$ cat src/design/cpu_pkg.sv
package cpu_pkg;

	typedef logic [15:0] word_t; // one data/address word

	// instr[15:12]
	typedef enum logic [3:0] {
		ADD   = 4'h0,
		ADDI  = 4'h1,
		SUB   = 4'h2,
		SUBI  = 4'h3,
		AND   = 4'h4,
		OR    = 4'h5,
		XOR   = 4'h6,
		MOV   = 4'h7,
		MOVI  = 4'h8,
		CMP   = 4'h9,
		LOAD  = 4'hA,
		STOR  = 4'hB,
		BCOND = 4'hC,
		JCOND = 4'hD,
		HALT  = 4'hF
	} opcode_e;

	// instr[11:8] for bcond/jcond, unlisted codes never taken
	typedef enum logic [3:0] {
		EQ = 4'h0,
		NE = 4'h1,
		LO = 4'h2,
		HS = 4'h3,
		LT = 4'h4,
		GE = 4'h5,
		AL = 4'hE
	} cond_e;

	typedef struct packed {
		logic c; // carry out / unsigned borrow
		logic l; // rdest below source, unsigned
		logic f; // signed overflow
		logic z; // zero
		logic n; // negative
	} flags_t;

	typedef enum logic [2:0] {
		FETCH,
		DECODE,
		EXEC,
		MEM,
		HALTED
	} state_e;

	typedef struct packed {
		logic       pc_en;       // advance pc this cycle
		logic       pc_sel_jump; // register target instead of displacement
		logic       pc_load;     // branch/jump taken
		logic       ls_sel;      // port a address from rsrc, else pc
		logic       mem_we;
		logic       imm_sel;     // alu b from immediate
		logic       wb_sel_mem;  // writeback from q_a
		logic       reg_we;
		opcode_e    op;
		logic [3:0] rdest;
		logic [3:0] rsrc;
		logic [7:0] imm;  // zero-extended at the mux
		logic [7:0] disp; // sign-extended in the pc
		flags_t     flags; // stored flags, alu passes these through
	} ctrl_t;

	function automatic logic updates_flags(opcode_e op);
		return op inside {ADD, ADDI, SUB, SUBI, CMP};
	endfunction

	function automatic logic writes_reg(opcode_e op);
		return op inside {ADD, ADDI, SUB, SUBI, AND, OR, XOR, MOV, MOVI};
	endfunction

	function automatic logic uses_imm(opcode_e op);
		return op inside {ADDI, SUBI, MOVI};
	endfunction

	// condition against stored flags
	function automatic logic cond_taken(cond_e cond, flags_t fl);
		case (cond)
			EQ: return fl.z;
			NE: return !fl.z;
			LO: return fl.c;
			HS: return !fl.c;
			LT: return fl.n;
			GE: return !fl.n;
			AL: return 1'b1;
			default: return 1'b0;
		endcase
	endfunction

endpackage

$ cat src/design/control_decoder.sv
`timescale 1ns/100ps
module control_decoder (
	input  logic            clk,
	input  logic            reset,
	input  cpu_pkg::word_t  instr,      // q_a of port a
	input  cpu_pkg::flags_t flags_next, // from alu
	output cpu_pkg::ctrl_t  ctrl,
	output logic            halted
);
	import cpu_pkg::*;

	state_e  state;
	state_e  state_nxt;
	word_t   ir;
	flags_t  flags; // stored flags
	opcode_e op;
	cond_e   cond;
	logic    taken;

	assign op    = opcode_e'(ir[15:12]);
	assign cond  = cond_e'(ir[11:8]); // shares the rdest field
	assign taken = cond_taken(cond, flags);

	always_ff @(posedge clk or negedge reset) begin
		if (!reset) begin
			state <= FETCH;
		end else begin
			state <= state_nxt;
		end
	end

	// ir picks up the fetched word one cycle after fetch
	always_ff @(posedge clk or negedge reset) begin
		if (!reset) begin
			ir <= '0;
		end else if (state == DECODE) begin
			ir <= instr;
		end
	end

	// flags only move when an arithmetic op or cmp retires
	always_ff @(posedge clk or negedge reset) begin
		if (!reset) begin
			flags <= '0;
		end else if (state == EXEC && updates_flags(op)) begin
			flags <= flags_next;
		end
	end

	always_comb begin
		state_nxt = state;
		case (state)
			FETCH:  state_nxt = DECODE;
			DECODE: state_nxt = EXEC;
			EXEC: begin
				if (op == LOAD) begin
					state_nxt = MEM; // extra cycle for read data
				end else if (op == HALT) begin
					state_nxt = HALTED;
				end else begin
					state_nxt = FETCH;
				end
			end
			MEM:     state_nxt = FETCH;
			HALTED:  state_nxt = HALTED; // sticky until reset
			default: state_nxt = FETCH;
		endcase
	end

	always_comb begin
		ctrl         = '0;
		ctrl.op      = op;
		ctrl.rdest   = ir[11:8];
		ctrl.rsrc    = ir[7:4];
		ctrl.imm     = ir[7:0];
		ctrl.disp    = ir[7:0];
		ctrl.flags   = flags;
		ctrl.imm_sel = uses_imm(op); // operand select only
		case (state)
			EXEC: begin
				ctrl.pc_en  = (op != LOAD); // load advances in MEM
				ctrl.reg_we = writes_reg(op);
				ctrl.mem_we = (op == STOR);
				ctrl.ls_sel = (op == LOAD) || (op == STOR);
				if (op == BCOND || op == JCOND) begin
					ctrl.pc_load     = taken;
					ctrl.pc_sel_jump = (op == JCOND);
				end
			end
			MEM: begin
				ctrl.pc_en      = 1'b1;
				ctrl.reg_we     = 1'b1;
				ctrl.wb_sel_mem = 1'b1; // q_a holds the loaded word
			end
			default: ; // fetch, decode, halted drive no enables
		endcase
	end

	assign halted = (state == HALTED);

endmodule

$ cat config.mk
export PLATFORM = sky130hd
export DESIGN_NAME = control_decoder
export DESIGN_NICKNAME = d
export VERILOG_FILES = /design/src/design/cpu_pkg.sv /design/src/design/control_decoder.sv
export SDC_FILE = /design/constraint.sdc
export NUM_CORES = 1
export LEC_CHECK = 0
export BUFFER_PORTS_ARGS = -buffer_cell sky130_fd_sc_hd__buf_2
export CAP_MARGIN = 10
export CORE_MARGIN = 2
export CORE_UTILIZATION = 40
export CTS_BUF_LIST = sky130_fd_sc_hd__clkbuf_8
export DETAILED_ROUTE_END_ITERATION = 10
export GPL_TIMING_DRIVEN = 0
export PLACE_DENSITY_LB_ADDON = 0.05
export SLEW_MARGIN = 15
export SYNTH_ARGS = -nofsm -noshare
export SYNTH_HDL_FRONTEND = slang
export SYNTH_SLANG_ARGS = --single-unit
export TNS_END_PERCENT = 30
$ cat constraint.sdc
create_clock -name clk -period 2.6 [get_ports clk]
set_input_delay 0.26 -clock clk [delete_from_list [all_inputs] [get_ports clk]]
set_output_delay 0.26 -clock clk [all_outputs]
set_load 0.02 [all_outputs]
# After elaboration in Yosys (flattened, before gate mapping)
# Index checks and enable logic that the tools add are counted.
# classes
eq_ne,25
mux,9
n_reduce_logical,12
# ops
cell,n
$eq 4x4->1 const B,8
$eq 4x3->1 const B,6
$eq 4x2->1 const B,4
$pmux 3 s4,1
$reduce_bool 9->1,1
$eq 4x1->1 const B,2
$logic_not 4->1,2
$pmux 1 s7,1
$eq 3x2->1 const B,2
$mux 3,2
$reduce_bool 5->1,1
$mux 4,1
$ne 4x4->1 const B,1
$pmux 1 s2,2
$eq 3x1->1 const B,1
$eq 3x3->1 const B,1
$logic_not 1->1,3
$logic_not 3->1,1
$reduce_bool 3->1,1
$logic_or 1x1->1,2
$mux 2,1
$logic_and 1x1->1,1
$mux 1,1
# totals
regBits,24
inputBits,23
out_inout_bits,42

# Depth between registers and ports, before layout
# depth
ltp_word,4
mapped_depth,5

# Worst setup path after synthesis
# OpenSTA, ideal clock, no wires.
# synth_timing
kind,flip-flop to output port
start,register ir[9]
end,output ctrl[38] (netlist name)
arrival_ns,1.969
slack_ns,0.371
stages_incl_launch_ff,4
n_path_buf,0
path_cell_list,dfrtp_1 -> o21ba_2 -> o211ai_1 -> a2111oi_0
# synth_rtl
item,line,source
start: declaration,control_decoder.sv:14,word_t ir;
start signal: assignment,control_decoder.sv:37,ir <= instr;
end: declaration,control_decoder.sv:7,"output cpu_pkg::ctrl_t ctrl,"

==> results.ini <==
[outcome]
status = complete, but fails checks
violations = design-rule violations

[timing]
rsz0062_at_grt = no
skew_ns = 0.00547
period_share = 0.788
worst_pin_slew_ns = 0.551
fmax_ghz = 0.488
tns_ns = 0
fin_ws_ns = 0.551
setup_viol = 0
slew_viol_final = 0
fin_crit_ns = 2.05
finalHoldViolations = 0
slew_headroom = 0.633

[routing]
totalWireLength_um = 2440
first_pass_iters = 6
drc = 3
routed-via-count = 958
ant_nets = 0
wire_per_inst_um = 12.4
viasPerCell = 4.89
first_iter_violations = 17

[clock_network]
cts_setup_buffers = 0
clockRootBuffer = clkbuf_8
ctsResizeCount = 0
insertion_delay_ns = 0.26
clkSlewWorstSetupHoldPaths_ns = 0.08
cts_buffer_depth = 2
clock_sinks = 24
cts-hold-fix-buffers = 1
cts_tree = yes
htreeDepth = 1
cts_buffers = 3

[place]
pre_cts_ws_ns = 0.842
gp_congestion = 0.717
post-dp-hpwl_um = 1870
post_dp_cell_area_um2 = 1550
io_buffers = 64

[global_routing]
grt_start_max_net_pins = 25
globalRouteTotalUtil = 0.154
antenna_found_initial = 0
gr-total-overflow = 0
grt_pass1_vias = 966
grt_first_pass_wirelength_um = 4080

[cells_and_area]
fin_util = 0.576
drive_gt1_frac = 0.667
synthToLayoutAreaGrowth_pct = 35.6
nNetsFinal = 189
antenna_cells = 0
final_area_um2 = 1620

[floorplanning]
die-area_um2 = 3430
io_pins = 65
start_util = 0.425
std_cell_rows = 19
die_x_um = 58.6
fp.dieH_um = 58.6
placeableCoreArea_um2 = 2810

[synth]
ys.flop_type = dfrtp_1
synth_enable_flop_cells = 0
yosysTopAreaCellShare = 0.504
synthDistinctLibCells = 27
syn_area_um2 = 1190
synth-seq-cells = 24
syn_area_per_cell_um2 = 12.4
yosys_warnings = 0
ys_top_cells_by_area = dfrtp_1, mux2_2, buf_4, nor2_1, a21oi_4
synth.most_common_cell = dfrtp_1
synth_top_cell_by_area = dfrtp_1
seq_area_frac_synth = 0.504
syn_inst = 96
synthTopCellsByCount = dfrtp_1, mux2_2, buf_4
synth_async_sr_flop_share = 1.00
synth_nets = 119

[power]
power.total_uw = 2410
p_clk_frac = 0.104
p_seq_frac = 0.322
ir_worst_vdd_mv = 0.617
power_density_nw_per_um2 = 1490
p_int_uw = 1350
netSwitchingPower_uw = 1050
share_comb_of_total_power = 0.575
switching_share = 0.438
leakagePower_uw = 0.000821

[critical_path]
crit_arrival_ns = 1.79
path_class = reg -> out
cp-start-kind = register
required_ns = 2.34
crit_fanout = 7
critPathCaptureType = output pin

[run]
cap_viol_max_count = 0

[worst_hold_path]
min_path_type = in -> reg

kinds of logic after synthesis:
group,after synthesis,share of synthesized area
DFF,24,0.504
AOI/OAI and AO/OA,15,0.0997
and+or+nand+nor,19,0.0934
muxes,22,0.207
buffers and inverters,16,0.0965
worst paths after layout:
kind	slack, ns	startpoint	to	cells past startpoint
max in group asynchronous	1.72	reset	state[1]	2
max	0.55	state[2]	ctrl[36]	4
min in group asynchronous	0.51	reset	ctrl[0]	2
min	0.21	instr[8]	ir[8]	3
max reg2reg	0.89	state[2]	ctrl[1]	3
min reg2reg	0.52	ctrl[2]	ctrl[2]	1
cell type report:
| class | count | area [µm²] |
|---|---|---|
| Fill cell | 273 | 1190 |
| Timing Repair Buffer | 65 | 330 |
| Tap cell | 31 | 38.8 |
| Sequential cell | 24 | 601 |
| Clock buffer | 4 | 55.1 |
| Inverter | 1 | 3.75 |
| Buffer | 15 | 111 |
| Multi-Input combinational cell | 56 | 477 |
critical path, stage by stage, from the launching register on:
cell,delay [ns]
dfrtp_1,0.45
or4b_4,0.59
nor2_1,0.18
and2_1,0.15
buf_2,0.16
layer usage:
metal	vias up	wire length (µm)	track usage
met4	0	40	0.0682
met1	447	1080	0.193
met3	5	179	0.0330
met5	-	0	0
li1	469	-	-
met2	37	1140	0.255
cells in the final DEF (no fill, tap or decap), drive strengths merged, types with 2 or more instances in the layout:
cell type and n:
clkbuf 4, o211ai 2, nor3b 2, o21bai 2
dfrtp 24, mux2 21, o31ai 2, buf 79
nor2 6, and2 2, nand2 4, a21oi 3
sequential cells by signal (all words and copies together) (netlist names):
name	flops
ir	16
ctrl	5
state	3
power groups by stage:
stage	clock [µW]	combinational, µW	sequential (µW)
after global routing	271	1500	806
after CTS	257	1400	774
final	250	1380	774
after detailed placement	0	1400	780
after global placement	0	1390	760
after floorplan	0	806	952
metrics by stage:
stage / hold slack [ns] / cells
2_1_floorplan: -0.0356 / 96
3_3_place_gp: 0.275 / 191
3_5_place_dp: 0.279 / 191
4_1_cts: 0.206 / 196
5_1_grt: 0.215 / 196
6_report: 0.207 / 196
(Power assumes the default switching activity.)
