==> src/design/cpu_pkg.sv <==
package cpu_pkg;

	typedef logic [15:0] word_t; // one data/address word

	// instr[15:12]
	typedef enum logic [3:0] {
		ADD   = 4'h0,
		ADDI  = 4'h1,
		SUB   = 4'h2,
		SUBI  = 4'h3,
		AND   = 4'h4,
		OR    = 4'h5,
		XOR   = 4'h6,
		MOV   = 4'h7,
		MOVI  = 4'h8,
		CMP   = 4'h9,
		LOAD  = 4'hA,
		STOR  = 4'hB,
		BCOND = 4'hC,
		JCOND = 4'hD,
		HALT  = 4'hF
	} opcode_e;

	// instr[11:8] for bcond/jcond, unlisted codes never taken
	typedef enum logic [3:0] {
		EQ = 4'h0,
		NE = 4'h1,
		LO = 4'h2,
		HS = 4'h3,
		LT = 4'h4,
		GE = 4'h5,
		AL = 4'hE
	} cond_e;

	typedef struct packed {
		logic c; // carry out / unsigned borrow
		logic l; // rdest below source, unsigned
		logic f; // signed overflow
		logic z; // zero
		logic n; // negative
	} flags_t;

	typedef enum logic [2:0] {
		FETCH,
		DECODE,
		EXEC,
		MEM,
		HALTED
	} state_e;

	typedef struct packed {
		logic       pc_en;       // advance pc this cycle
		logic       pc_sel_jump; // register target instead of displacement
		logic       pc_load;     // branch/jump taken
		logic       ls_sel;      // port a address from rsrc, else pc
		logic       mem_we;
		logic       imm_sel;     // alu b from immediate
		logic       wb_sel_mem;  // writeback from q_a
		logic       reg_we;
		opcode_e    op;
		logic [3:0] rdest;
		logic [3:0] rsrc;
		logic [7:0] imm;  // zero-extended at the mux
		logic [7:0] disp; // sign-extended in the pc
		flags_t     flags; // stored flags, alu passes these through
	} ctrl_t;

	function automatic logic updates_flags(opcode_e op);
		return op inside {ADD, ADDI, SUB, SUBI, CMP};
	endfunction

	function automatic logic writes_reg(opcode_e op);
		return op inside {ADD, ADDI, SUB, SUBI, AND, OR, XOR, MOV, MOVI};
	endfunction

	function automatic logic uses_imm(opcode_e op);
		return op inside {ADDI, SUBI, MOVI};
	endfunction

	// condition against stored flags
	function automatic logic cond_taken(cond_e cond, flags_t fl);
		case (cond)
			EQ: return fl.z;
			NE: return !fl.z;
			LO: return fl.c;
			HS: return !fl.c;
			LT: return fl.n;
			GE: return !fl.n;
			AL: return 1'b1;
			default: return 1'b0;
		endcase
	endfunction

endpackage

==> src/design/regfile.sv <==
`timescale 1ns/100ps
module regfile (
	input  logic           clk,
	input  logic           reset,
	input  logic           we,
	input  logic [3:0]     waddr,
	input  logic [3:0]     raddr_a,
	input  logic [3:0]     raddr_b,
	input  cpu_pkg::word_t wdata,
	output cpu_pkg::word_t rdata_a,
	output cpu_pkg::word_t rdata_b,
	output cpu_pkg::word_t last_wdata // most recent write, shown on out
);
	import cpu_pkg::*;

	word_t regs [16];

	always_ff @(posedge clk or negedge reset) begin
		if (!reset) begin
			for (int i = 0; i < 16; i++) begin
				regs[i] <= '0;
			end
			last_wdata <= '0;
		end else if (we) begin
			regs[waddr] <= wdata;
			last_wdata  <= wdata;
		end
	end

	// async reads
	assign rdata_a = regs[raddr_a];
	assign rdata_b = regs[raddr_b];

endmodule

==> config.mk <==
export PLATFORM = sky130hd
export DESIGN_NAME = regfile
export DESIGN_NICKNAME = d
export VERILOG_FILES = /design/src/design/cpu_pkg.sv /design/src/design/regfile.sv
export SDC_FILE = /design/constraint.sdc
export NUM_CORES = 1
export LEC_CHECK = 0
export BUFFER_PORTS_ARGS = -buffer_cell sky130_fd_sc_hd__clkbuf_2
export CORE_UTILIZATION = 45
export CTS_CLUSTER_DIAMETER = 100
export CTS_CLUSTER_SIZE = 28
export DETAILED_ROUTE_END_ITERATION = 7
export HOLD_SLACK_MARGIN = 0.03
export SYNTH_ARGS = -nofsm -noshare
export SYNTH_HDL_FRONTEND = slang
export SYNTH_SLANG_ARGS = --single-unit
==> constraint.sdc <==
create_clock -name clk -period 1.61 [get_ports clk]
set_clock_uncertainty 0.05 [all_clocks]
set_input_delay 0.161 -clock clk [delete_from_list [all_inputs] [get_ports clk]]
set_output_delay 0.161 -clock clk [all_outputs]
set_load 0.01 [all_outputs]
Word-level counts from Yosys, hierarchy flattened
Cells that the tools add are included.

storage, ports and cells
  input bits = 31
  RAM bits = 0
  memories = 0
  flip-flop bits (word level) = 272
  memory bits (read-only) = 0
  output and inout bits = 48
  latch bits = 0
  logic and storage cells = 34

cells by class
  add/subtract/negate cells = 0
  equality and inequality tests = 0
  reductions and logical operators = 1
  bitwise operators = 3
  shift-type cells = 0
  mux-type cells = 9
  $lt $le $gt $ge = 4
  div/mod/pow operators = 0
  multiply operators = 0

operators with widths
  kind                  number
  $bwmux W256           1
  $bmux W16 S4          2
  $mux W16              5
  $demux W16 S4         1
  $ge A5 B5 Y1 const B  3
  $not A4 Y5            3
  $lt A5 B1 Y1 const B  1
  $logic_and A1 B1 Y1   1

Depth between registers and ports, before layout
  depth in word-level cells = 6
  depth in mapped cells = 6
  gate-level depth less buffers = 3

Least setup slack after synthesis
OpenSTA, ideal clock, no wires.

  kind = in2out
  from = input raddr_a[0]
  to = output rdata_a[10]
  buffers on the path = 2
  path slack = -84 ps
  stages = 5
  arrival time = 1483 ps
  data required time = 1399 ps
  cells stage by stage = buf_2 -> buf_2 -> mux4_2 -> a22oi_1 -> nand2_1

on the way
  cells in the longest elaborated chain, start to end = 4

ends and longest elaborated chain
  item                                          RTL line       text
  from (decl)                                   regfile.sv:7   input logic [3:0] raddr_a,
  $not A4 Y5 (not written as such)              regfile.sv:31  assign rdata_a = regs[raddr_a];
  $bmux W16 S4                                  regfile.sv:31
  $mux W16 (not written as such) (2 in series)  regfile.sv:31
  to (decl)                                     regfile.sv:10  output cpu_pkg::word_t rdata_a,

No other way between the ends. The select of a mux whose other input is x is not followed.

Worst setup path after layout
  from = register regs[93] in the netlist's numbering
  to = output rdata_a[13]

on the way
  cells in the longest elaborated chain, start to end = 3

ends and longest elaborated chain
  item                                          RTL line       text
  from (decl)                                   regfile.sv:16  word_t regs [16];
  from (signal, indexed assignment)             regfile.sv:25  regs[waddr] <= wdata;
  $bmux W16 S4                                  regfile.sv:31
  $mux W16 (not written as such) (2 in series)  regfile.sv:31

No other way between the ends. The select of a mux whose other input is x is not followed.

==> flow_results.org <==
** STA
- Final slew viol count :: 0
- The routed design could run at a clock period as short as 2.14 ns.
- Setup violations remaining at the end of the flow were counted as 32.
- RSZ-0062 raised after global routing :: yes
- Headroom to the max-slew limit came out at 41.2%.
- Share of the clock period used by the worst path :: 133%
- On the final layout, the worst hold slack is 0.0648 ns.
- Maximum frequency from static timing analysis :: 467 MHz
- The total count of hold-check failures in the final report is 0.
- Slew at the pin with the worst max-slew slack :: 0.879 ns
- Setup slack on the critical path of the routed design comes to -0.529 ns.

** Floorplan
- Std cell rows :: 64
- Placeable core region :: 0.0307 mm2
- Once the floorplan was initialized, standard cells occupied 45.8% of the core.
- Area of the die :: 0.0319 mm2
- Die extent in y :: 179 um
- 79 I/O pins were placed.
- Horizontal extent of the die :: 179 um

** Route
- The count of nets left with antenna violations once routing finished came out at 0.
- Initial drt markers :: 453
- Pre-Repair DR Iteration Count :: 4
- In the routed design, unresolved DRC markers number 0.
- Routed wire length :: 38300 um
- Mean routed wirelength per cell :: 27.1 um
- Vias per inst :: 6.15
- Summing over every cut layer, the via total after detailed routing is 8674.

** Worst hold path
- The worst hold path belongs to the class input pin to async pin.

** Yosys
- For this run, the leading register cell type out of synthesis is dfrtp_1.
- The synthesized design spends more area on one cell type than any other, namely dfrtp_1.
- Netlist area before placement :: 0.0141 mm2
- In this run, synthesis inferred 0 flip-flops with an integrated enable.
- Top-area cell type share of the netlist area :: 48.4%
- After synthesis the netlist holds a flip-flop and latch count of 272.
- Sequential cells were found to cover 48.4% of the synthesized design area.
- Yosys attributes the largest share of cell area to dfrtp_1, mux2_2, mux4_2.
- Net count after synthesis :: 914
- Of all flip-flops after synthesis, the portion carrying an async set or reset was 100%.
- Gate count of the mapped netlist :: 883
- Most numerous cell types in the synthesized netlist :: dfrtp_1, mux2_2, mux4_2
- Number of distinct library cells after synthesis :: 25
- Among all cell types in the netlist, the one instantiated most often is dfrtp_1.
- Per-instance average area after synthesis :: 15.9 um2
- Warnings, synthesis :: 0

** Critical path
- Kind of end point of the critical path :: primary output
- Among cell families on the critical path, the largest total delay comes from multiplexers.
- Across all register-to-register paths, the minimum setup slack is 0.54 ns.
- For the worst flop-to-flop path, the logic depth is 3.
- For the worst setup path, the data arrival time is 1.93 ns.
- Crit-path max cell delay :: 0.49 ns
- Worst Path Buf+Inv :: 1
- The startpoint identified for the worst register-to-register timing path is regs[72].
- In this run the worst path has a maximum fanout of 3.
- The largest individual stage delay along the critical path comes from the cell mux4_2.
- The worst setup path is launched from a flop.
- The setup path with the least slack is of type flop to primary output.
- Cell-by-cell trace of the critical path :: mux4_2 -> a22oi_2 -> nand2_2 -> clkbuf_2
- Data on the critical path is required at its endpoint by 1.40 ns.
- The endpoint identified for the worst register-to-register timing path is regs[72].

** Power and ir drop
- In this run the static leakage power is 7.01 nW.
- Dividing total power by cell area gives a power density of 1140 mW/mm2.
- Overall power consumption after layout is estimated at 19.1 mW.
- Maximum vdd ir drop :: 1.13 mV

** Clocking
- In this run the number of H-tree levels came out at 1.
- For this design, the sink count on the clock tree is 272.
- Maximum buffer depth of the clock tree :: 3
- Buffers inserted during clock tree synthesis total 14.
- Clk root buf :: clkbuf_16
- For the worst-skew pair, the clock arrives at the later sink with an insertion delay of 0.49 ns.
- Clock tree from TritonCTS :: built
- Clk slew on worst S/H paths :: 0.11 ns

** Final layout
- Post-route design area :: 0.0168 mm2
- Fraction of final layout cells sized beyond drive strength 1 :: 68.9%
- From synthesis to final layout, the design area changed by 19.3%.
- Post-layout net count :: 1042

** GRT
- Via count of the first global-routing pass :: 9199
- The number of antenna violations at the first check in global routing is 0.
- Pin count of the biggest net entering global routing :: 55
- Final global-route overflow total :: 0
- Total global-route track usage :: 25.3%
- The first global-routing pass estimated 58700 um of wire.

** Run status
- Violated checks :: setup timing
- The run finished, with violations left.

** Placement
- Cell area reported after detailed placement :: 0.0159 mm2
- Final weighted congestion in routability-driven placement :: 0.792
- The wire-length estimate of the detail-placed layout is 25400 um.
- During placement, the flow inserted port buffers numbering 78.

** Run
- Number of max-cap violations :: 0
flip-flops by register name, indices dropped and copies added, names as in the netlist:
name / cells
regs: 256
last_wdata: 16
power by group:
group | internal, mW | total (mW) | switching, mW
Clock | 1.90 | 4.24 | 2.34
Sequential | 8.36 | 9.45 | 1.09
Combinational | 3.33 | 5.40 | 2.07
Total | 13.6 | 19.1 | 5.50
per-layer routing:
layer / vias up / part of all wire, % / track usage (%)
met1: 4738 / 44 / 36.3
met2: 209 / 50 / 41.7
met3: 43 / 4.7 / 2.86
met5: - / 0 / 0
met4: 0 / 1.8 / 5.23
li1: 3684 / - / -
cells in the final DEF, fill, tap and decap left out, types with 3 or more instances in the layout:
cell type	instances
dfrtp_1	272
mux2_2	261
mux4_2	128
buf_4	76
clkbuf_2	68
a22oi_2	55
buf_12	41
nand2_1	23
clkbuf_16	15
nand2_2	11
mux2_4	10
a22oi_1	9
nor2_2	8
nor3_4	6
buf_6	4
nor2b_2	3
buf_2	3
cell type report:
class | count | area (um2)
antenna | 1 | 2.50
clock buffer | 15 | 375
clock inverter | 4 | 71.3
fill | 2513 | 13900
multi-input combinational | 529 | 7200
sequential | 272 | 6810
tap | 396 | 495
timing repair buffer | 194 | 1820
repair_timing:
| item | CTS | global route |
|---|---|---|
| pin swaps | 60 | 15 |
| hold buffers | 1 | 0 |
| gates resized for setup | 57 | 19 |
| hold endpoints to repair | 272 | 0 |
| endpoints found under the setup margin | 32 | 32 |
| setup buffers | 5 | 3 |
through the flow:
step / utilization (%) / setup WS, ns / TNS (ns) / instances
finish: 54.7 / -0.529 / -13.60 / 1411
global route: 54.7 / -0.583 / -15.69 / 1410
CTS: 54.4 / -0.529 / -14.24 / 1407
detailed placement: 51.9 / -0.292 / -6.99 / 1382
global placement: 51.9 / -0.310 / -7.02 / 1382
floorplan: - / -0.00439 / -0.0587 / 883
cells by family (layout without fill, tap and decap cells):
kind of cell    after synthesis  after routing  share of synthesized area (%)
mux                         400            400                           42.6
flops                       272            272                           48.4
buf+inv                      82            213                           2.93
simple gates                 65             65                           2.64
compound gates               64             64                           3.42
other cells                   0              1                              0
how the worst max path moves through the flow:
stage               start           to  slack (ns)  cells after the start
4_1_cts          regs[93]  rdata_a[13]       -0.53                      4
3_3_place_gp   raddr_a[2]   rdata_a[7]       -0.31                      6
6_report         regs[93]  rdata_a[13]       -0.53                      4
5_1_grt          regs[93]  rdata_a[13]       -0.58                      4
3_5_place_dp   raddr_a[2]  rdata_a[14]       -0.29                      6
2_1_floorplan  raddr_b[0]   rdata_b[0]      -0.004                      5
Power figures use the tool's default switching activity.
