[config.mk]
export PLATFORM = sky130hd
export DESIGN_NAME = alu
export DESIGN_NICKNAME = d
export VERILOG_FILES = /design/src/design/cpu_pkg.sv /design/src/design/alu.sv
export SDC_FILE = /design/constraint.sdc
export NUM_CORES = 1
export LEC_CHECK = 0
export BUFFER_PORTS_ARGS = -buffer_cell sky130_fd_sc_hd__clkbuf_2
export CORE_MARGIN = 4
export CORE_UTILIZATION = 41
export DETAILED_ROUTE_END_ITERATION = 8
export GPL_TIMING_DRIVEN = 0
export SLEW_MARGIN = 20
export SYNTH_ARGS = -nofsm -noshare
export SYNTH_HDL_FRONTEND = slang
export SYNTH_SLANG_ARGS = --single-unit
[constraint.sdc]
create_clock -name vclk -period 4.3
set_clock_uncertainty 0.2 [all_clocks]
set_input_delay 0.645 -clock vclk [all_inputs]
set_output_delay 0.645 -clock vclk [all_outputs]
set_load 0.01 [all_outputs]
[src/design/cpu_pkg.sv]
package cpu_pkg;

	typedef logic [15:0] word_t; // one data/address word

	// instr[15:12]
	typedef enum logic [3:0] {
		ADD   = 4'h0,
		ADDI  = 4'h1,
		SUB   = 4'h2,
		SUBI  = 4'h3,
		AND   = 4'h4,
		OR    = 4'h5,
		XOR   = 4'h6,
		MOV   = 4'h7,
		MOVI  = 4'h8,
		CMP   = 4'h9,
		LOAD  = 4'hA,
		STOR  = 4'hB,
		BCOND = 4'hC,
		JCOND = 4'hD,
		HALT  = 4'hF
	} opcode_e;

	// instr[11:8] for bcond/jcond, unlisted codes never taken
	typedef enum logic [3:0] {
		EQ = 4'h0,
		NE = 4'h1,
		LO = 4'h2,
		HS = 4'h3,
		LT = 4'h4,
		GE = 4'h5,
		AL = 4'hE
	} cond_e;

	typedef struct packed {
		logic c; // carry out / unsigned borrow
		logic l; // rdest below source, unsigned
		logic f; // signed overflow
		logic z; // zero
		logic n; // negative
	} flags_t;

	typedef enum logic [2:0] {
		FETCH,
		DECODE,
		EXEC,
		MEM,
		HALTED
	} state_e;

	typedef struct packed {
		logic       pc_en;       // advance pc this cycle
		logic       pc_sel_jump; // register target instead of displacement
		logic       pc_load;     // branch/jump taken
		logic       ls_sel;      // port a address from rsrc, else pc
		logic       mem_we;
		logic       imm_sel;     // alu b from immediate
		logic       wb_sel_mem;  // writeback from q_a
		logic       reg_we;
		opcode_e    op;
		logic [3:0] rdest;
		logic [3:0] rsrc;
		logic [7:0] imm;  // zero-extended at the mux
		logic [7:0] disp; // sign-extended in the pc
		flags_t     flags; // stored flags, alu passes these through
	} ctrl_t;

	function automatic logic updates_flags(opcode_e op);
		return op inside {ADD, ADDI, SUB, SUBI, CMP};
	endfunction

	function automatic logic writes_reg(opcode_e op);
		return op inside {ADD, ADDI, SUB, SUBI, AND, OR, XOR, MOV, MOVI};
	endfunction

	function automatic logic uses_imm(opcode_e op);
		return op inside {ADDI, SUBI, MOVI};
	endfunction

	// condition against stored flags
	function automatic logic cond_taken(cond_e cond, flags_t fl);
		case (cond)
			EQ: return fl.z;
			NE: return !fl.z;
			LO: return fl.c;
			HS: return !fl.c;
			LT: return fl.n;
			GE: return !fl.n;
			AL: return 1'b1;
			default: return 1'b0;
		endcase
	endfunction

endpackage

[src/design/alu.sv]
`timescale 1ns/100ps
module alu (
	input  cpu_pkg::word_t  a, // rdest
	input  cpu_pkg::word_t  b, // rsrc or immediate
	input  cpu_pkg::opcode_e op,
	input  cpu_pkg::flags_t flags_in,
	output cpu_pkg::word_t  result,
	output cpu_pkg::flags_t flags_out
);
	import cpu_pkg::*;

	logic [16:0] sum; // bit 16 is carry out
	word_t       diff;
	logic        add_ovf;
	logic        sub_ovf;

	assign sum     = {1'b0, a} + {1'b0, b};
	assign diff    = a - b;
	assign add_ovf = (a[15] == b[15]) && (sum[15] != a[15]);
	assign sub_ovf = (a[15] != b[15]) && (diff[15] != a[15]);

	always_comb begin
		result    = '0;
		flags_out = flags_in; // untouched unless arithmetic
		case (op)
			ADD, ADDI: begin
				result      = sum[15:0];
				flags_out.c = sum[16];
				flags_out.f = add_ovf;
			end
			SUB, SUBI, CMP: begin
				result      = diff;
				flags_out.c = (a < b); // borrow
				flags_out.f = sub_ovf;
			end
			AND:       result = a & b;
			OR:        result = a | b;
			XOR:       result = a ^ b;
			MOV, MOVI: result = b;
			default:   result = '0;
		endcase
		if (updates_flags(op)) begin
			flags_out.l = (a < b);
			flags_out.z = (result == '0);
			flags_out.n = result[15];
		end
		if (op == CMP) begin
			result = '0; // flags only
		end
	end

endmodule

# After elaboration in Yosys (flattened, before gate mapping)
# Cells that the tools add are included.
# W data, S select, Z words.
# totals
register_bits,0
output_inout_bits,21
elab_cells,33
inputBits,41
# op_classes
add_sub_neg,2
order_cmp,1
n_reduce_logical,8
muxes,6
eq_ne,13
bitwise,3
# ops
cell,count
$pmux W16 S6,1
$add A16 B16 Y17,1
$and A16 B16 Y16,1
$eq A4 B3 Y1 const B,4
$logic_not A16 Y1,1
$lt A16 B16 Y1,1
$mux W16,1
$or A16 B16 Y16,1
$sub A16 B16 Y16,1
$xor A16 B16 Y16,1
$eq A4 B2 Y1 const B,2
$eq A4 B4 Y1 const B,2
$reduce_bool A5 Y1,1
$eq A4 B1 Y1 const B,1
$logic_not A4 Y1,1
$pmux W1 S2,2
$reduce_or A2 Y1,2
$ne A1 B1 Y1,3
$reduce_or A3 Y1,1
$logic_and A1 B1 Y1,2
$mux W2,1
$eq A1 B1 Y1,1
$mux W1,1

# Longest topological paths before layout
# logic_depth
word_depth,5
ltp_mapped,12
depth_no_buf,12

# Least setup slack after synthesis
# No wires, ideal clock.
# synth_path
path_kind,input to output
startpoint,in a[6]
endpoint,out flags_out[2] (netlist bit)
path_slack_ns,0.705
stages,11
path_buffers,1
required_ns,3.455
arrival_time_ns,2.750
path_cell_list,inv_1 -> ha_1 -> buf_4 -> a2111oi_1 -> o21a_1 -> o211a_2 -> a21oi_2 -> xnor2_1 -> or3_1 -> o31a_1 -> o21ai_1
# synth_lines
element,line_no,text
from (decl),alu.sv:3,"input cpu_pkg::word_t a,"
to (decl),alu.sv:8,output cpu_pkg::flags_t flags_out

==> results.md <==
- Estimated wirelength of the detail-placed design: 8948 µm
- Psw: 306.9 µW
- WP data required: 3450 ps
- Arrival time at the worst endpoint: 3350 ps
- Total power per unit cell area: 138.9 nW/µm²
- Top cell family by delay on the critical path: compound AO/OA/AOI/OAI gates
- Portion of netlist area occupied by mux cells: 0.009693
- Footprint of the multi-input gates: 2882 µm²
- Largest fanout of any net on the critical path: 4
- Number of nets in the synthesized netlist: 547
- Std-Cell Core Area: 7292 µm²
- Fraction of final layout cells sized beyond drive strength 1: 0.2035
- Critical path origin: b[0]
- Share of the synthesized area in compound gates (AO/OA/AOI/OAI): 0.4297
- Number of setup buffers added after CTS: 0
- Area Growth Syn to Fin: 17.04%
- Critical path buffers and inverters: 3
- Hold EP: flags_out[0]
- Number of antenna-violating nets in the routed design: 0
- Cells traversed along the worst timing path: clkbuf_2, ha_1, inv_1, fa_1, nand2b_1, a21oi_2, or4bb_4, a31oi_4, a221oi_1, o21ai_0, nand4b_1, o21ai_1, clkbuf_2
- Final Worst Setup Slack: 101.3 ps
- Hold path startpoint: flags_in[0]
- Delay contributed by the slowest stage of the critical path: 400 ps
- Routability congestion estimate from global placement: 0.9188
- Setup-failing EPs final: 0
- # DRC: 0
- Synthesized netlist cell count: 451
- Avg Cell Area, Syn: 6.869 µm²
- Share of total power consumed by net switching: 0.6095
- Number of design-rule violations left by the first detailed-router iteration: 460
- Post-synthesis share of cell area spent on full adders, half adders and majority gates: 0.2270
- Final number of hold-violating endpoints: 0
- Number of global-route vias before repair: 3395
- Most used cell along the critical path: clkbuf_2
- Post-synthesis instance area: 3098 µm²
- Initial cell density of the core: 0.4248
- Clock period minus worst slack: 4199 ps
- Die Wd: 94.93 µm
- Fmax achieved: 238.2 MHz
- Number of placed I/O pins: 62
- Setup WS pre-CTS: -232.5 ps
- Count of max-cap constraint violations: 0
- Grt ovf: 0
- Die Height: 94.93 µm
- Layout filler cell count: 791
- TNS Setup: 0 ps
- Num rows: 31
- Maximum number of pins on one net before global-route repair: 11
- Internal: 196.6 µW
- DRT Wirelength: 11410 µm
- Portion of the post-synthesis area used by sequential elements: 0
- RSZ-0062 raised after global routing: false
- Leakage power: 0.001736 µW
- Power share of the sequential group: 0
- Type of element launching the critical path: primary input
- Via count normalized by instance count: 6.264
- Number of sequential storage elements: 0
- Number of clock-tree buffers in the layout: 0
- Result of the run: finished, final reports clean
- Part of the total power dissipated in combinational logic: 1.000
- Dominant combinational cell family by area after synthesis: compound AO/OA/AOI/OAI gates
- Post-route fraction of the period consumed by the critical path: 0.9764
- Clock network fraction of total power: 0
- Headroom to the max-slew limit: 0.2484
- Simple-gate portion of the synthesized area: 0.2274
- Vias: 3821
- XOR/XNOR share of the synthesized area: 0.002827
- Synthesis warning total: 0
- Input/output buffers: 60
- Post-CTS Hold Buffers: 0
- First-pass GRT wire length: 17460 µm
- Library cells used by synthesis: 69
- Worst Hold Class: primary input to output pin
- First-pass iteration count of the detailed router: 5
- Number of antenna repair diodes: 0
- GRT Total Usage: 0.2423
- VDD IR max: 0.00004643 V
- Crit end category: output pin
- Per-cell routed wire length: 18.71 µm
- Slowest-stage cell, CP: fa_1
- Slew of the pin with the lowest slew margin: 1123 ps
- Antenna violations before repair: 0
- Setup CP Type: primary input to output pin
- Depth of the worst hold-timing path: 4
- Final #Nets: 609
- Floorplan die area: 9011 µm²
- Count of final max-slew check failures: 0
- Area used by sequential logic in the layout: 0 µm²
[cells in the mapped netlist (3+ instances only)]
| cell type | number | area [µm²] |
|---|---|---|
| ha_1 | 53 | 663.1 |
| nor2_1 | 47 | 176.4 |
| inv_1 | 46 | 172.7 |
| a21oi_1 | 32 | 160.2 |
| o21ai_0 | 27 | 135.1 |
| nand2_1 | 25 | 93.84 |
| a211oi_1 | 11 | 82.58 |
| nor2b_1 | 11 | 68.82 |
| a211o_1 | 10 | 87.58 |
| a21o_1 | 10 | 75.07 |
| buf_2 | 10 | 50.05 |
| nand2b_1 | 10 | 62.56 |
| clkbuf_1 | 8 | 30.03 |
| o211ai_1 | 8 | 60.06 |
| a221oi_1 | 7 | 61.31 |
| nor3_1 | 7 | 35.03 |
| or3_1 | 7 | 43.79 |
| buf_4 | 6 | 45.04 |
| o2bb2ai_1 | 6 | 52.55 |
| o311ai_0 | 6 | 52.55 |
| nand4_1 | 5 | 31.28 |
| nor4_1 | 5 | 31.28 |
| o21a_1 | 5 | 37.54 |
| o21bai_1 | 5 | 37.54 |
| o31ai_1 | 5 | 37.54 |
| nand3_1 | 4 | 20.02 |
| a2111oi_0 | 3 | 26.28 |
| a21boi_0 | 3 | 22.52 |
| a221o_1 | 3 | 30.03 |
| a22oi_1 | 3 | 22.52 |
| a31oi_1 | 3 | 18.77 |
| and3_1 | 3 | 18.77 |
| mux2i_1 | 3 | 30.03 |
[worst min-delay path, cell delays in order]
cell and delay (ps):
clkbuf_2 80, nand2_1 40, nand2_1 40, clkbuf_2 120
[cells by family (layout without fill, tap and decap cells)]
logic type | count (synthesis) | in the layout
compound gates | 182 | 182
simple gates | 138 | 138
buf+inv | 72 | 132
fa+ha+maj | 55 | 55
mux | 3 | 3
xor+xnor | 1 | 1
[how the worst max path moves through the flow]
| stage | endpoint | cells past startpoint |
|---|---|---|
| after floorplan | flags_out[2] | 11 |
| after global placement | flags_out[1] | 12 |
| after detailed placement | flags_out[1] | 12 |
| after CTS | flags_out[1] | 12 |
| after global routing | flags_out[1] | 12 |
| final | flags_out[1] | 13 |
[cells in the final DEF (no fill, tap or decap), types with 3 or more instances in the layout]
cell type / n
a21oi_2: 3
o211ai_1: 8
o21bai_1: 5
inv_1: 46
o31ai_1: 5
o2bb2ai_1: 6
nand3_1: 4
o21ai_0: 24
a21o_1: 10
or3_1: 7
a211o_1: 10
a2111oi_2: 4
nand2_1: 25
a221o_1: 3
nand2b_1: 10
o311ai_0: 5
nand4_1: 5
ha_1: 52
a221oi_1: 6
nor2b_1: 11
clkbuf_1: 8
nor4_2: 4
buf_2: 10
buf_4: 6
nor3_1: 7
and3_1: 3
a211oi_1: 10
a21oi_1: 31
a22oi_1: 3
o21a_1: 5
nor2_1: 47
clkbuf_2: 60
mux2i_1: 3
o21ai_1: 5
[what timing repair did]
item                       in CTS  in global routing
gates cloned                    0                  0
setup endpoints to repair       1                  2
pin swaps                       0                  1
gates resized for setup         5                 20
[power by group through the flow]
| stage | Combinational, µW | Sequential [µW] | Clock, µW |
|---|---|---|---|
| after floorplan | 320 | 0 | 0 |
| after global routing | 550 | 0 | 0 |
| after CTS | 478 | 0 | 0 |
| after detailed placement | 471 | 0 | 0 |
| after global placement | 467 | 0 | 0 |
| final | 504 | 0 | 0 |
[cell type report]
class	count	share of cell area
plain buffers	26	0.04072
inverters	46	0.04762
multi-input cells	379	0.7947
well taps	99	0.03416
repair buffers	60	0.08282
[metrics by stage]
step                hold WS (ps)  power (µW)  instance area (µm²)  cells  utilization
floorplan                   1205       320.0                 3098    451            -
global placement            1373       467.3                 3522    610       0.4830
detailed placement          1375       470.7                 3522    610       0.4830
CTS                         1375       478.0                 3548    610       0.4866
global route                1385       550.1                 3626    610       0.4973
finish                      1370       503.5                 3626    610       0.4973
[per-layer routing]
metal  GRT usage  part of all wire  up-vias
met3     0.01355             0.091       14
met5           0                 0        -
met1      0.3573              0.45     1768
li1            -                 -     1820
met2      0.3922              0.45      219
met4     0.03726             0.012        0
Power figures use the tool's default switching activity.
