## src/design/cpu_pkg.sv

```systemverilog
package cpu_pkg;

	typedef logic [15:0] word_t; // one data/address word

	// instr[15:12]
	typedef enum logic [3:0] {
		ADD   = 4'h0,
		ADDI  = 4'h1,
		SUB   = 4'h2,
		SUBI  = 4'h3,
		AND   = 4'h4,
		OR    = 4'h5,
		XOR   = 4'h6,
		MOV   = 4'h7,
		MOVI  = 4'h8,
		CMP   = 4'h9,
		LOAD  = 4'hA,
		STOR  = 4'hB,
		BCOND = 4'hC,
		JCOND = 4'hD,
		HALT  = 4'hF
	} opcode_e;

	// instr[11:8] for bcond/jcond, unlisted codes never taken
	typedef enum logic [3:0] {
		EQ = 4'h0,
		NE = 4'h1,
		LO = 4'h2,
		HS = 4'h3,
		LT = 4'h4,
		GE = 4'h5,
		AL = 4'hE
	} cond_e;

	typedef struct packed {
		logic c; // carry out / unsigned borrow
		logic l; // rdest below source, unsigned
		logic f; // signed overflow
		logic z; // zero
		logic n; // negative
	} flags_t;

	typedef enum logic [2:0] {
		FETCH,
		DECODE,
		EXEC,
		MEM,
		HALTED
	} state_e;

	typedef struct packed {
		logic       pc_en;       // advance pc this cycle
		logic       pc_sel_jump; // register target instead of displacement
		logic       pc_load;     // branch/jump taken
		logic       ls_sel;      // port a address from rsrc, else pc
		logic       mem_we;
		logic       imm_sel;     // alu b from immediate
		logic       wb_sel_mem;  // writeback from q_a
		logic       reg_we;
		opcode_e    op;
		logic [3:0] rdest;
		logic [3:0] rsrc;
		logic [7:0] imm;  // zero-extended at the mux
		logic [7:0] disp; // sign-extended in the pc
		flags_t     flags; // stored flags, alu passes these through
	} ctrl_t;

	function automatic logic updates_flags(opcode_e op);
		return op inside {ADD, ADDI, SUB, SUBI, CMP};
	endfunction

	function automatic logic writes_reg(opcode_e op);
		return op inside {ADD, ADDI, SUB, SUBI, AND, OR, XOR, MOV, MOVI};
	endfunction

	function automatic logic uses_imm(opcode_e op);
		return op inside {ADDI, SUBI, MOVI};
	endfunction

	// condition against stored flags
	function automatic logic cond_taken(cond_e cond, flags_t fl);
		case (cond)
			EQ: return fl.z;
			NE: return !fl.z;
			LO: return fl.c;
			HS: return !fl.c;
			LT: return fl.n;
			GE: return !fl.n;
			AL: return 1'b1;
			default: return 1'b0;
		endcase
	endfunction

endpackage

```

## src/design/program_counter.sv

```systemverilog
`timescale 1ns/100ps
module program_counter (
	input  logic           clk,
	input  logic           reset,
	input  logic           en,
	input  logic           jump, // register target over displacement
	input  logic           load, // taken branch
	input  logic [7:0]     disp,
	input  cpu_pkg::word_t tgt_addr,
	output cpu_pkg::word_t pc
);
	import cpu_pkg::*;

	word_t disp_ext;
	word_t pc_nxt;

	assign disp_ext = {{8{disp[7]}}, disp}; // signed displacement

	always_comb begin
		pc_nxt = pc + 16'd1; // default step
		if (load) begin
			if (jump) begin
				pc_nxt = tgt_addr;
			end else begin
				pc_nxt = pc + 16'd1 + disp_ext; // relative to next instr
			end
		end
	end

	always_ff @(posedge clk or negedge reset) begin
		if (!reset) begin
			pc <= '0;
		end else if (en) begin
			pc <= pc_nxt;
		end
	end

endmodule

```

## config.mk

```make
export PLATFORM = sky130hd
export DESIGN_NAME = program_counter
export DESIGN_NICKNAME = d
export VERILOG_FILES = /design/src/design/cpu_pkg.sv /design/src/design/program_counter.sv
export SDC_FILE = /design/constraint.sdc
export NUM_CORES = 1
export LEC_CHECK = 0
export BUFFER_PORTS_ARGS = -buffer_cell sky130_fd_sc_hd__buf_2
export CORE_ASPECT_RATIO = 0.9
export CORE_MARGIN = 2
export CORE_UTILIZATION = 45
export CTS_BUF_LIST = sky130_fd_sc_hd__clkbuf_8
export DETAILED_ROUTE_END_ITERATION = 8
export PLACE_DENSITY = 0.65
export REMOVE_ABC_BUFFERS = 1
export SYNTH_ARGS = -nofsm -noshare
export SYNTH_HDL_FRONTEND = slang
export SYNTH_SLANG_ARGS = --single-unit
```

## constraint.sdc

```tcl
create_clock -name clk -period 3.7 [get_ports clk]
set_clock_uncertainty 0.2 [all_clocks]
set_input_delay 0.37 -clock clk [delete_from_list [all_inputs] [get_ports clk]]
set_output_delay 0.37 -clock clk [all_outputs]
set_load 0.01 [all_outputs]
```

# Word-level counts from Yosys, hierarchy flattened
# Cells that the tools add are included.
# word_totals
register_bits,16
out_inout_bits,16
# classes
addsub,2
n_mux,2
# op_table
op,count
$mux 16,2
$add 16x1->16 const B,1
$add 16x16->16,1

# Longest topological paths before layout
# Gate-level depths: netlist of run 1.
# depth
ltp_word,4
ltp_mapped,13

# Worst setup path after synthesis of run 1
# No wires, ideal clock.
# synth_timing
kind,register to register
from,reg pc[2]
to,reg pc[10]
setup_time_ns,0.119
arrival_time_ns,2.645
t_required_ns,3.381
path_slack_ns,0.736
path_stages_with_launch,14
path_buffers,1
period_less_slack_ns,2.964
path_cell_list,dfrtp_1 > and3_1 > buf_6 > nand3_4 > nor3_1 > xor2_1 > ha_1 > a21oi_1 > a21oi_1 > a21boi_2 > a221oi_2 > xor2_1 > o21ai_0 > o21a_1
# synth_between
elab_chain_cells,4
# synth_lines
element,line_no,source
start: declaration,program_counter.sv:10,output cpu_pkg::word_t pc
start signal: assignment,program_counter.sv:34,pc <= pc_nxt;
$add 16x1->16 *,"program_counter.sv:20, program_counter.sv:25",
$add 16x16->16,program_counter.sv:25,pc_nxt = pc + 16'd1 + disp_ext;
$mux 16,program_counter.sv:22,if (jump) begin
$mux 16 *,program_counter.sv:21,if (load) begin
# Every way passes the cells marked *; elsewhere a longest branch is shown, timed or not.
# A chain may end at the register's enable or synchronous reset.

# Worst setup path in the final report of run 1
# Ends and elaborated chain as after synthesis.

==> impl_metrics.py, run 1 <==
metrics = {
    "status": {
        "run_status": "finished, final reports clean",
    },
    "synth": {
        "synth.distinct_cells": 54,
        "async_reset_ff_frac": 1.000,
        "synth-seq-area-share": 0.1960,
        "synth.most_common_cell": "nand2_1",
        "synth_top_area_frac": 0.1960,
        "ys_ff_latch": 16,
        "synth_edf_count": 0,
        "synth_area_sq_um": 2043,
        "yosysTopAreaCell": "dfrtp_1",
        "avgSynthCellArea_sq_um": 8.140,
        "synth_commonest_cells": "nand2_1, ha_1, a21oi_1, o21ai_0, dfrtp_1",
        "netlist_instances": 251,
        "yosys_warnings": 0,
        "yosys-top-cells-area": "dfrtp_1, ha_1, nand2_1, xnor2_1, xor2_1",
        "synth_flop_cell": "dfrtp_1",
    },
    "placed_design": {
        "place_ws_ns": 0.4196,
        "finalWeightedCongestion": 0.8792,
        "port_buffers": 44,
        "dp_hpwl_um": 4116,
        "dp_cells": 348,
    },
    "routing": {
        "wire_per_inst_um": 15.76,
        "drtAntennaViolNets": 0,
        "drtPass1Iterations": 4,
        "via_per_inst": 5.745,
        "vias": 2028,
        "first_iter_violations": 187,
        "routed_wl_um": 5565,
        "drcViolationCount": 0,
    },
    "cts": {
        "cts_resized": 0,
        "cts_htree_levels": 1,
        "cts.sinks": 16,
        "path_clk_slew_ns": 0.08,
        "cts_tree": "yes",
        "cts_buffers": 3,
        "cts_root_buf": "clkbuf_8",
        "clockBufferDepth": 2,
        "worstSkewPairLatency_ns": 0.26,
    },
    "timing": {
        "fin_crit_sh": 0.9073,
        "holdWs_ns": 0.2064,
        "fin_setup_tns_ns": 0,
        "hold_viol": 0,
        "grt_setup_unrepaired": "no",
        "worstMarginPinSlew_ns": 0.5359,
        "fmax_ghz": 0.2979,
        "relSlewSlack": 0.6427,
        "fin_crit_ns": 3.357,
        "setup_viol": 0,
        "fin_ws_ns": 0.3430,
        "slew_violations": 0,
    },
    "cells_and_area": {
        "top_register": "pc",
        "antenna_cells": 0,
        "fin_cells": 353,
        "largest_register_ffs": 16,
        "top_regs": "pc: 16 flops",
        "drive_gt1_frac": 0.2165,
        "fin_nets": 342,
        "syn_to_final_growth_pct": 15.55,
    },
    "worst_setup_path": {
        "cp.required_ns": 3.66,
        "crit_arrival_ns": 3.31,
        "worstPathMaxFanout": 7,
        "path_cells": "and3_1 -> nand3_4 -> nor3_1 -> xor2_1 -> ha_1 -> a21oi_1 -> a21oi_1 -> a21boi_2 -> a221oi_2 -> xor2_1 -> o21ai_0 -> o21a_1",
        "critPathLaunchType": "register",
        "crit_slowest_cell": "dfrtp_1",
        "crit_path_max_incr_delay_ns": 0.47,
        "path_class": "register to register",
        "end_kind": "register",
    },
    "pwr": {
        "cellPowerDensity_nw_per_um2": 573.4,
        "p_leak_nw": 1.045,
        "vdd_drop_max_mv": 0.2840,
        "totalPowerFinal_mw": 1.354,
    },
    "die": {
        "pin_count": 45,
        "dieHeight_um": 67.93,
        "die_area_sq_um": 5096,
        "coreArea_sq_um": 4403,
        "num_rows": 23,
        "chipWidth_um": 75.03,
        "start_util": 0.4641,
    },
    "global_routing": {
        "grt_pass1_wl_um": 9308,
        "track_usage": 0.2398,
        "grt_max_degree": 31,
        "antenna_found_initial": 0,
        "overflow": 0,
        "grt_pass1_vias": 1924,
    },
    "run": {
        "maxCapViolCount": 0,
    },
    "hold_path": {
        "hold_path_class": "input port to register",
    },
}
-- final cells by class --
class / count / area, sq um
Sequential cell: 16 / 400.4
Multi-Input combinational cell: 216 / 1560
Timing Repair Buffer: 45 / 230.2
Clock buffer: 4 / 55.05
Tap cell: 62 / 77.57
Fill cell: 448 / 2042
Inverter: 10 / 37.54
-- critical path, delay by kind of cell, from the launching register on --
family                   cells  cell delay [ns]
AO/OA/AOI/OAI                6             1.12
XOR/XNOR                     2             0.40
adder cells (fa/ha/maj)      1             0.31
flip-flops                   1             0.47
AND/OR/NAND/NOR              3             0.76
-- layout by cell type (no fill, tap or decap), drive strengths merged, types with 3 or more instances in the layout --
cell    count
nor2       18
o22ai       4
ha         20
a21oi      18
mux2i       4
xor2       13
inv         9
nand4       3
nand2      30
a31oi       3
buf        44
xnor2      12
dfrtp      16
o21a        8
nand3      10
clkbuf      4
and3        6
o21ai      19
a21o        4
o211ai      7
a22o        3
nand2b      3
a211oi      7
-- path summary, 6_finish.rpt --
| path | endpoint | cells past startpoint | slack (ns) | start |
|---|---|---|---|---|
| worst min register to register | pc[1] | 1 | 0.37 | pc[1] |
| worst max-delay path | pc[10] | 12 | 0.34 | pc[2] |
| max in group asynchronous | pc[5] | 2 | 2.62 | reset |
| worst max register to register | pc[10] | 12 | 0.34 | pc[2] |
| min in group asynchronous | pc[14] | 2 | 0.38 | reset |
| worst min-delay path | pc[12] | 3 | 0.21 | tgt_addr[12] |
-- per-stage QoR --
step	util	instance area (sq um)
floorplan	-	1998
global placement	0.5215	2296
detailed placement	0.5215	2296
CTS	0.5362	2361
global route	0.5362	2361
finish	0.5362	2361
-- report_power, final --
part	internal, mW	switching [mW]
Combinational	0.382	0.471
Clock	0.0948	0.0756
Sequential	0.228	0.102
Total	0.705	0.649
-- logic make-up (layout without fill, tap and decap cells) --
| group | count (synthesis) | count (layout) | share of synthesized area |
|---|---|---|---|
| AO/OA/AOI/OAI | 89 | 89 | 0.2970 |
| XOR/XNOR | 25 | 25 | 0.1108 |
| adder cells (fa/ha/maj) | 21 | 21 | 0.1323 |
| buffers and inverters | 19 | 59 | 0.04041 |
| flip-flops | 16 | 16 | 0.1960 |
| multiplexers | 5 | 5 | 0.02511 |
| AND/OR/NAND/NOR | 76 | 76 | 0.1984 |
-- routing by layer --
layer / part of all wire / global-route usage / vias up / routed length, um
met4: 0.012 / 0.04018 / 0 / 68
li1: - / - / 1012 / -
met1: 0.48 / 0.3426 / 948 / 2694
met2: 0.45 / 0.3871 / 61 / 2482
met3: 0.057 / 0.03682 / 7 / 319
met5: 0 / 0 / - / 0
-- timing repair --
action,CTS,global route
endpoints found under the hold margin,16,0
setup buffers,0,0
hold buffers,1,0
No activity file was read; power rests on OpenSTA's default activity.
==> run 2: changes to the inputs <==
ABC_AREA = 1   (was unset)
==> impl_metrics.py, run 2 <==
metrics = {
    "synth": {
        "yosys_warnings": 0,
        "synth_flop_cell": "dfrtp_1",
        "yosysTopAreaCell": "dfrtp_1",
        "avgSynthCellArea_sq_um": 5.958,
        "synth_edf_count": 0,
        "yosys.area_share.simple": 0.3775,
        "synth_compound_area_frac": 0.1408,
        "ys_ff_latch": 16,
        "synth_top_area_frac": 0.1862,
        "async_reset_ff_frac": 1.000,
        "synthAdderAreaFrac": 0.1257,
        "synth_top_family_by_area": "simple AND/OR/NAND/NOR gates",
        "synth.distinct_cells": 29,
        "netlist_instances": 361,
        "synth_area_sq_um": 2151,
        "yosys-top-cells-area": "dfrtp_1, nand2_1, nor2_1, ha_1, inv_1",
        "synth-seq-area-share": 0.1862,
        "synthMuxAreaShare": 0,
        "synth-xor-area-share": 0.06515,
        "synth.most_common_cell": "nand2_1",
        "synth_commonest_cells": "nand2_1, nor2_1, inv_1",
    },
    "pwr": {
        "cellPowerDensity_nw_per_um2": 450.0,
        "p_leak_nw": 1.391,
        "vdd_drop_max_mv": 0.2418,
    },
    "cts": {
        "cts_htree_levels": 1,
        "clockBufferDepth": 2,
        "worstSkewPairLatency_ns": 0.26,
        "cts_root_buf": "clkbuf_8",
        "path_clk_slew_ns": 0.07,
        "cts.sinks": 16,
        "cts_tree": "yes",
        "cts_buffers": 3,
    },
    "global_routing": {
        "track_usage": 0.2342,
        "grt_pass1_wl_um": 10120,
        "overflow": 0,
        "antenna_found_initial": 0,
        "grt_pass1_vias": 2156,
        "grt_max_degree": 33,
    },
    "cells_and_area": {
        "nFillCells": 481,
        "fin_nets": 453,
        "largest_register_ffs": 16,
        "antenna_cells": 0,
        "multiInputGateArea_sq_um": 1525,
        "syn_to_final_growth_pct": 15.12,
        "drive_gt1_frac": 0.1468,
        "fin_area_sq_um": 2476,
        "seqCellArea_sq_um": 400.4,
        "top_regs": "pc: 16 flops",
        "top_register": "pc",
        "layout_commonest_cell": "nand2_1",
        "final_cell_mix": "nand2_1, nor2_1, inv_1, buf_2, nand3_1",
    },
    "routing": {
        "via_per_inst": 4.918,
        "vias": 2282,
        "drtAntennaViolNets": 0,
        "routed_wl_um": 5906,
        "drtPass1Iterations": 4,
        "drcViolationCount": 0,
        "wire_per_inst_um": 12.73,
        "first_iter_violations": 122,
    },
    "hold_path": {
        "holdPathEnd": "pc[0]",
        "hold_path_class": "input port to register",
        "min_from": "tgt_addr[0]",
        "whs_path_depth": 3,
    },
    "timing": {
        "fin_setup_tns_ns": 0,
        "fin_crit_ns": 3.146,
        "worstMarginPinSlew_ns": 0.7130,
        "hold_viol": 0,
        "slew_violations": 0,
        "fmax_ghz": 0.3179,
        "fin_crit_sh": 0.8503,
        "relSlewSlack": 0.5217,
        "grt_setup_unrepaired": "no",
        "setup_viol": 0,
    },
    "worst_setup_path": {
        "crit_arrival_ns": 3.12,
        "timing.rr.end": "pc[15]",
        "worstPathMaxFanout": 5,
        "end_kind": "register",
        "reg2reg_slack_ns": 0.55,
        "cp.required_ns": 3.68,
        "critPathLaunchType": "register",
        "r2r_start": "pc[1]",
        "path_class": "register to register",
        "ff2ff_path_depth": 16,
    },
    "die": {
        "dieHeight_um": 69.59,
        "pin_count": 45,
        "coreArea_sq_um": 4518,
        "num_rows": 23,
        "chipWidth_um": 76.88,
        "die_area_sq_um": 5349,
        "start_util": 0.4760,
    },
    "run": {
        "maxCapViolCount": 0,
    },
    "placed_design": {
        "port_buffers": 44,
        "finalWeightedCongestion": 0.8673,
        "post_dp_cell_area_sq_um": 2411,
        "dp_hpwl_um": 4774,
    },
    "status": {
        "run_status": "finished, final reports clean",
    },
}
-- run 2: cell count changes in the layout (fill, tap and decap cells not counted), moves of 7 or more --
cell / delta
nand3_1: +13
inv_1: +40
nand2_1: +66
nor2_1: +53
o21a_1: -8
xnor2_1: -10
a211oi_1: -7
-- run 2: logic make-up after synthesis --
logic type	Yosys count
AOI/OAI and AO/OA	52
xor gates and xnor gates	16
adders and majority gates	21
buffers and inverters	58
DFF	16
and+or+nand+nor	198
-- run 2: worst max-delay path by stage --
stage / startpoint / to / slack, ns / cells past startpoint
after floorplan: pc[1] / pc[15] / 1.13 / 17
after global placement: pc[1] / pc[15] / 0.67 / 17
after detailed placement: pc[1] / pc[15] / 0.64 / 16
after CTS: pc[1] / pc[15] / 0.60 / 16
after global routing: pc[1] / pc[15] / 0.21 / 16
final: pc[1] / pc[15] / 0.55 / 16
-- run 2: final cells by class --
type | instances | share of cell area
Tap cell | 62 | 0.03133
Multi-Input combinational cell | 287 | 0.6160
Timing Repair Buffer | 45 | 0.09298
Sequential cell | 16 | 0.1617
Inverter | 50 | 0.07580
Clock buffer | 4 | 0.02223
-- run 2: where the power goes --
group | switching [mW] | leakage [nW] | internal (mW)
clock network | 0.0670 | 0.0288 | 0.0947
logic | 0.435 | 1.18 | 0.258
registers | 0.0496 | 0.179 | 0.210
-- run 2: what timing repair did --
action,in CTS,in global routing
hold endpoints to repair,16,0
setup endpoints to repair,0,0
resized for setup,0,0
hold buffers,1,0
setup buffers,0,0
-- run 2: metrics by stage --
stage / setup WS, ns / cells / utilization / hold WS, ns / total power [mW]
2_1_floorplan: 1.126 / 353 / - / -0.1256 / 0.7534
3_3_place_gp: 0.6687 / 459 / 0.5336 / 0.1117 / 0.9456
3_5_place_dp: 0.6432 / 459 / 0.5336 / 0.1183 / 0.9498
4_1_cts: 0.5993 / 464 / 0.5480 / 0.1772 / 1.114
5_1_grt: 0.2127 / 464 / 0.5480 / 0.2144 / 1.233
6_report: 0.5540 / 464 / 0.5480 / 0.1863 / 1.114
-- run 2: critical path: stages, from the launching register on --
cell and delay (ns):
dfrtp_1 0.41, ha_1 0.19, nand2_1 0.07, inv_1 0.12, nand2_1 0.06, nor2_1 0.26, xor2_1 0.34, ha_1 0.35
nand2_1 0.13, inv_1 0.05, a21oi_1 0.13, nand2_1 0.13, a21oi_1 0.22, nand3_1 0.10, nand3_1 0.10, nand2_1 0.07
a21oi_1 0.13
-- run 2: layer usage --
layer	global-route usage	routed length [um]
met5	0	0
met3	0.01042	177
met4	0.07475	89
met2	0.3606	2497
met1	0.3505	3142
==> run 3: changes to the inputs <==
PLACE_DENSITY = unset   (was 0.65)
PLACE_DENSITY_LB_ADDON = 0.25   (was unset)
==> impl_metrics.py, run 3 (synthesis results as in run 2) <==
metrics = {
    "status": {
        "run_status": "finished, final reports clean",
    },
    "routing": {
        "drtPass1Iterations": 5,
        "drtAntennaViolNets": 0,
        "via_per_inst": 5.002,
        "routed_wl_um": 5690,
        "first_iter_violations": 174,
        "drcViolationCount": 0,
        "wire_per_inst_um": 12.26,
        "vias": 2321,
    },
    "timing": {
        "worstMarginPinSlew_ns": 0.7037,
        "fin_crit_sh": 0.8462,
        "slew_violations": 0,
        "relSlewSlack": 0.5280,
        "setup_viol": 0,
        "fmax_ghz": 0.3194,
        "fin_setup_tns_ns": 0,
        "fin_crit_ns": 3.131,
        "grt_setup_unrepaired": "no",
        "hold_viol": 0,
    },
    "hold_path": {
        "hold_path_class": "input port to register",
        "min_from": "tgt_addr[0]",
        "whs_path_depth": 3,
        "holdPathEnd": "pc[0]",
    },
    "cells_and_area": {
        "top_register": "pc",
        "fin_cells": 464,
        "seqCellArea_sq_um": 400.4,
        "antenna_cells": 0,
        "nFillCells": 466,
        "largest_register_ffs": 16,
        "layout_commonest_cell": "nand2_1",
        "fin_nets": 453,
        "multiInputGateArea_sq_um": 1525,
        "final_cell_mix": "nand2_1, nor2_1, inv_1, buf_2, nand3_1",
        "top_regs": "pc: 16 flops",
        "drive_gt1_frac": 0.1468,
        "syn_to_final_growth_pct": 15.12,
    },
    "worst_setup_path": {
        "ff2ff_path_depth": 16,
        "timing.rr.end": "pc[15]",
        "critPathLaunchType": "register",
        "end_kind": "register",
        "r2r_start": "pc[1]",
        "worstPathMaxFanout": 5,
        "cp.required_ns": 3.67,
        "crit_path_max_incr_delay_ns": 0.41,
        "cp_common_cell": "nand2_1",
        "startpoint": "pc[1]",
        "crit_arrival_ns": 3.10,
        "crit_slowest_cell": "dfrtp_1",
        "path_class": "register to register",
        "path_cells": "ha_1 -> nand2_1 -> inv_1 -> nand2_1 -> nor2_1 -> xor2_1 -> ha_1 -> nand2_1 -> inv_1 -> a21oi_1 -> nand2_1 -> a21oi_1 -> nand3_1 -> nand3_1 -> nand2_1 -> a21oi_1",
        "reg2reg_slack_ns": 0.57,
    },
    "cts": {
        "post-cts-setup-buffer-count": 0,
        "cts_root_buf": "clkbuf_8",
        "cts.sinks": 16,
        "path_clk_slew_ns": 0.07,
        "cts_htree_levels": 1,
        "cts_tree": "yes",
        "clockBufferDepth": 2,
        "worstSkewPairLatency_ns": 0.25,
        "cts_buffers": 3,
    },
    "die": {
        "num_rows": 23,
        "dieHeight_um": 69.59,
        "coreArea_sq_um": 4518,
        "start_util": 0.4760,
        "chipWidth_um": 76.88,
        "die_area_sq_um": 5349,
        "pin_count": 45,
    },
    "global_routing": {
        "grt_pass1_wl_um": 9563,
        "overflow": 0,
        "grt_pass1_vias": 2093,
        "track_usage": 0.2203,
        "antenna_found_initial": 0,
        "grt_max_degree": 33,
    },
    "pwr": {
        "clkPwrFrac": 0.145,
        "switching_share": 0.4926,
        "cellPowerDensity_nw_per_um2": 447.4,
        "combPwrFrac": 0.621,
        "vdd_drop_max_mv": 0.1775,
        "p_leak_nw": 1.391,
        "pwr-share-seq": 0.234,
        "p_int_mw": 0.5621,
        "power_switching_mw": 0.5457,
    },
    "placed_design": {
        "finalWeightedCongestion": 0.8559,
        "dp_cells": 459,
        "port_buffers": 44,
        "dp_hpwl_um": 4599,
    },
    "run": {
        "maxCapViolCount": 0,
    },
}
run 3: cell counts in the layout (fill, tap and decap cells not counted):
No cell type changed its count.
run 3: area by class of cell:
type / instances / share of cell area
multi-input cells: 287 / 0.6160
flip-flops and latches: 16 / 0.1617
repair buffers: 45 / 0.09298
inverters: 50 / 0.07580
well taps: 62 / 0.03133
clock buffers: 4 / 0.02223
run 3: per-stage QoR:
| stage | hold slack, ns | util | total power [mW] | cell area (sq um) | worst slack (ns) |
|---|---|---|---|---|---|
| global route | 0.2293 | 0.5480 | 1.228 | 2476 | 0.2376 |
| detailed placement | 0.1074 | 0.5336 | 0.9417 | 2411 | 0.6557 |
| global placement | 0.1074 | 0.5336 | 0.9328 | 2411 | 0.6693 |
| floorplan | -0.1256 | - | 0.7534 | 2113 | 1.126 |
| CTS | 0.1911 | 0.5480 | 1.105 | 2476 | 0.6219 |
| finish | 0.2100 | 0.5480 | 1.108 | 2476 | 0.5690 |
run 3: power by group through the flow:
stage               combinational, mW  sequential, mW  clock [mW]
global route                    0.790           0.266       0.172
detailed placement              0.680           0.262           0
floorplan                       0.482           0.271           0
CTS                             0.685           0.259       0.162
global placement                0.673           0.259           0
finish                          0.688           0.259       0.161
run 3: routing by layer:
layer | GRT usage | vias up | wire, um | part of all wire
li1 | - | 1233 | - | -
met1 | 0.3307 | 1026 | 2901 | 0.51
met2 | 0.3363 | 58 | 2445 | 0.43
met3 | 0.02083 | 4 | 281 | 0.049
met4 | 0.05657 | 0 | 61 | 0.011
met5 | 0 | - | 0 | 0
run 3: how the worst max path moves through the flow:
stage	end	slack [ns]
after global routing	pc[15]	0.24
after detailed placement	pc[15]	0.66
after CTS	pc[15]	0.62
final	pc[15]	0.57
after floorplan	pc[15]	1.13
after global placement	pc[15]	0.67
run 3: critical path: cells and delay by family, from the launching register on:
family	cells	cell delay, ns
buffers and inverters	2	0.17
flip-flops	1	0.41
adder cells (fa/ha/maj)	2	0.54
AND/OR/NAND/NOR	8	0.89
AO/OA/AOI/OAI	3	0.50
XOR/XNOR	1	0.35
run 3: repair_timing:
item	in CTS	in global routing
hold endpoints to repair	16	0
resized for setup	0	0
endpoints found under the setup margin	0	0
hold buffers	1	0
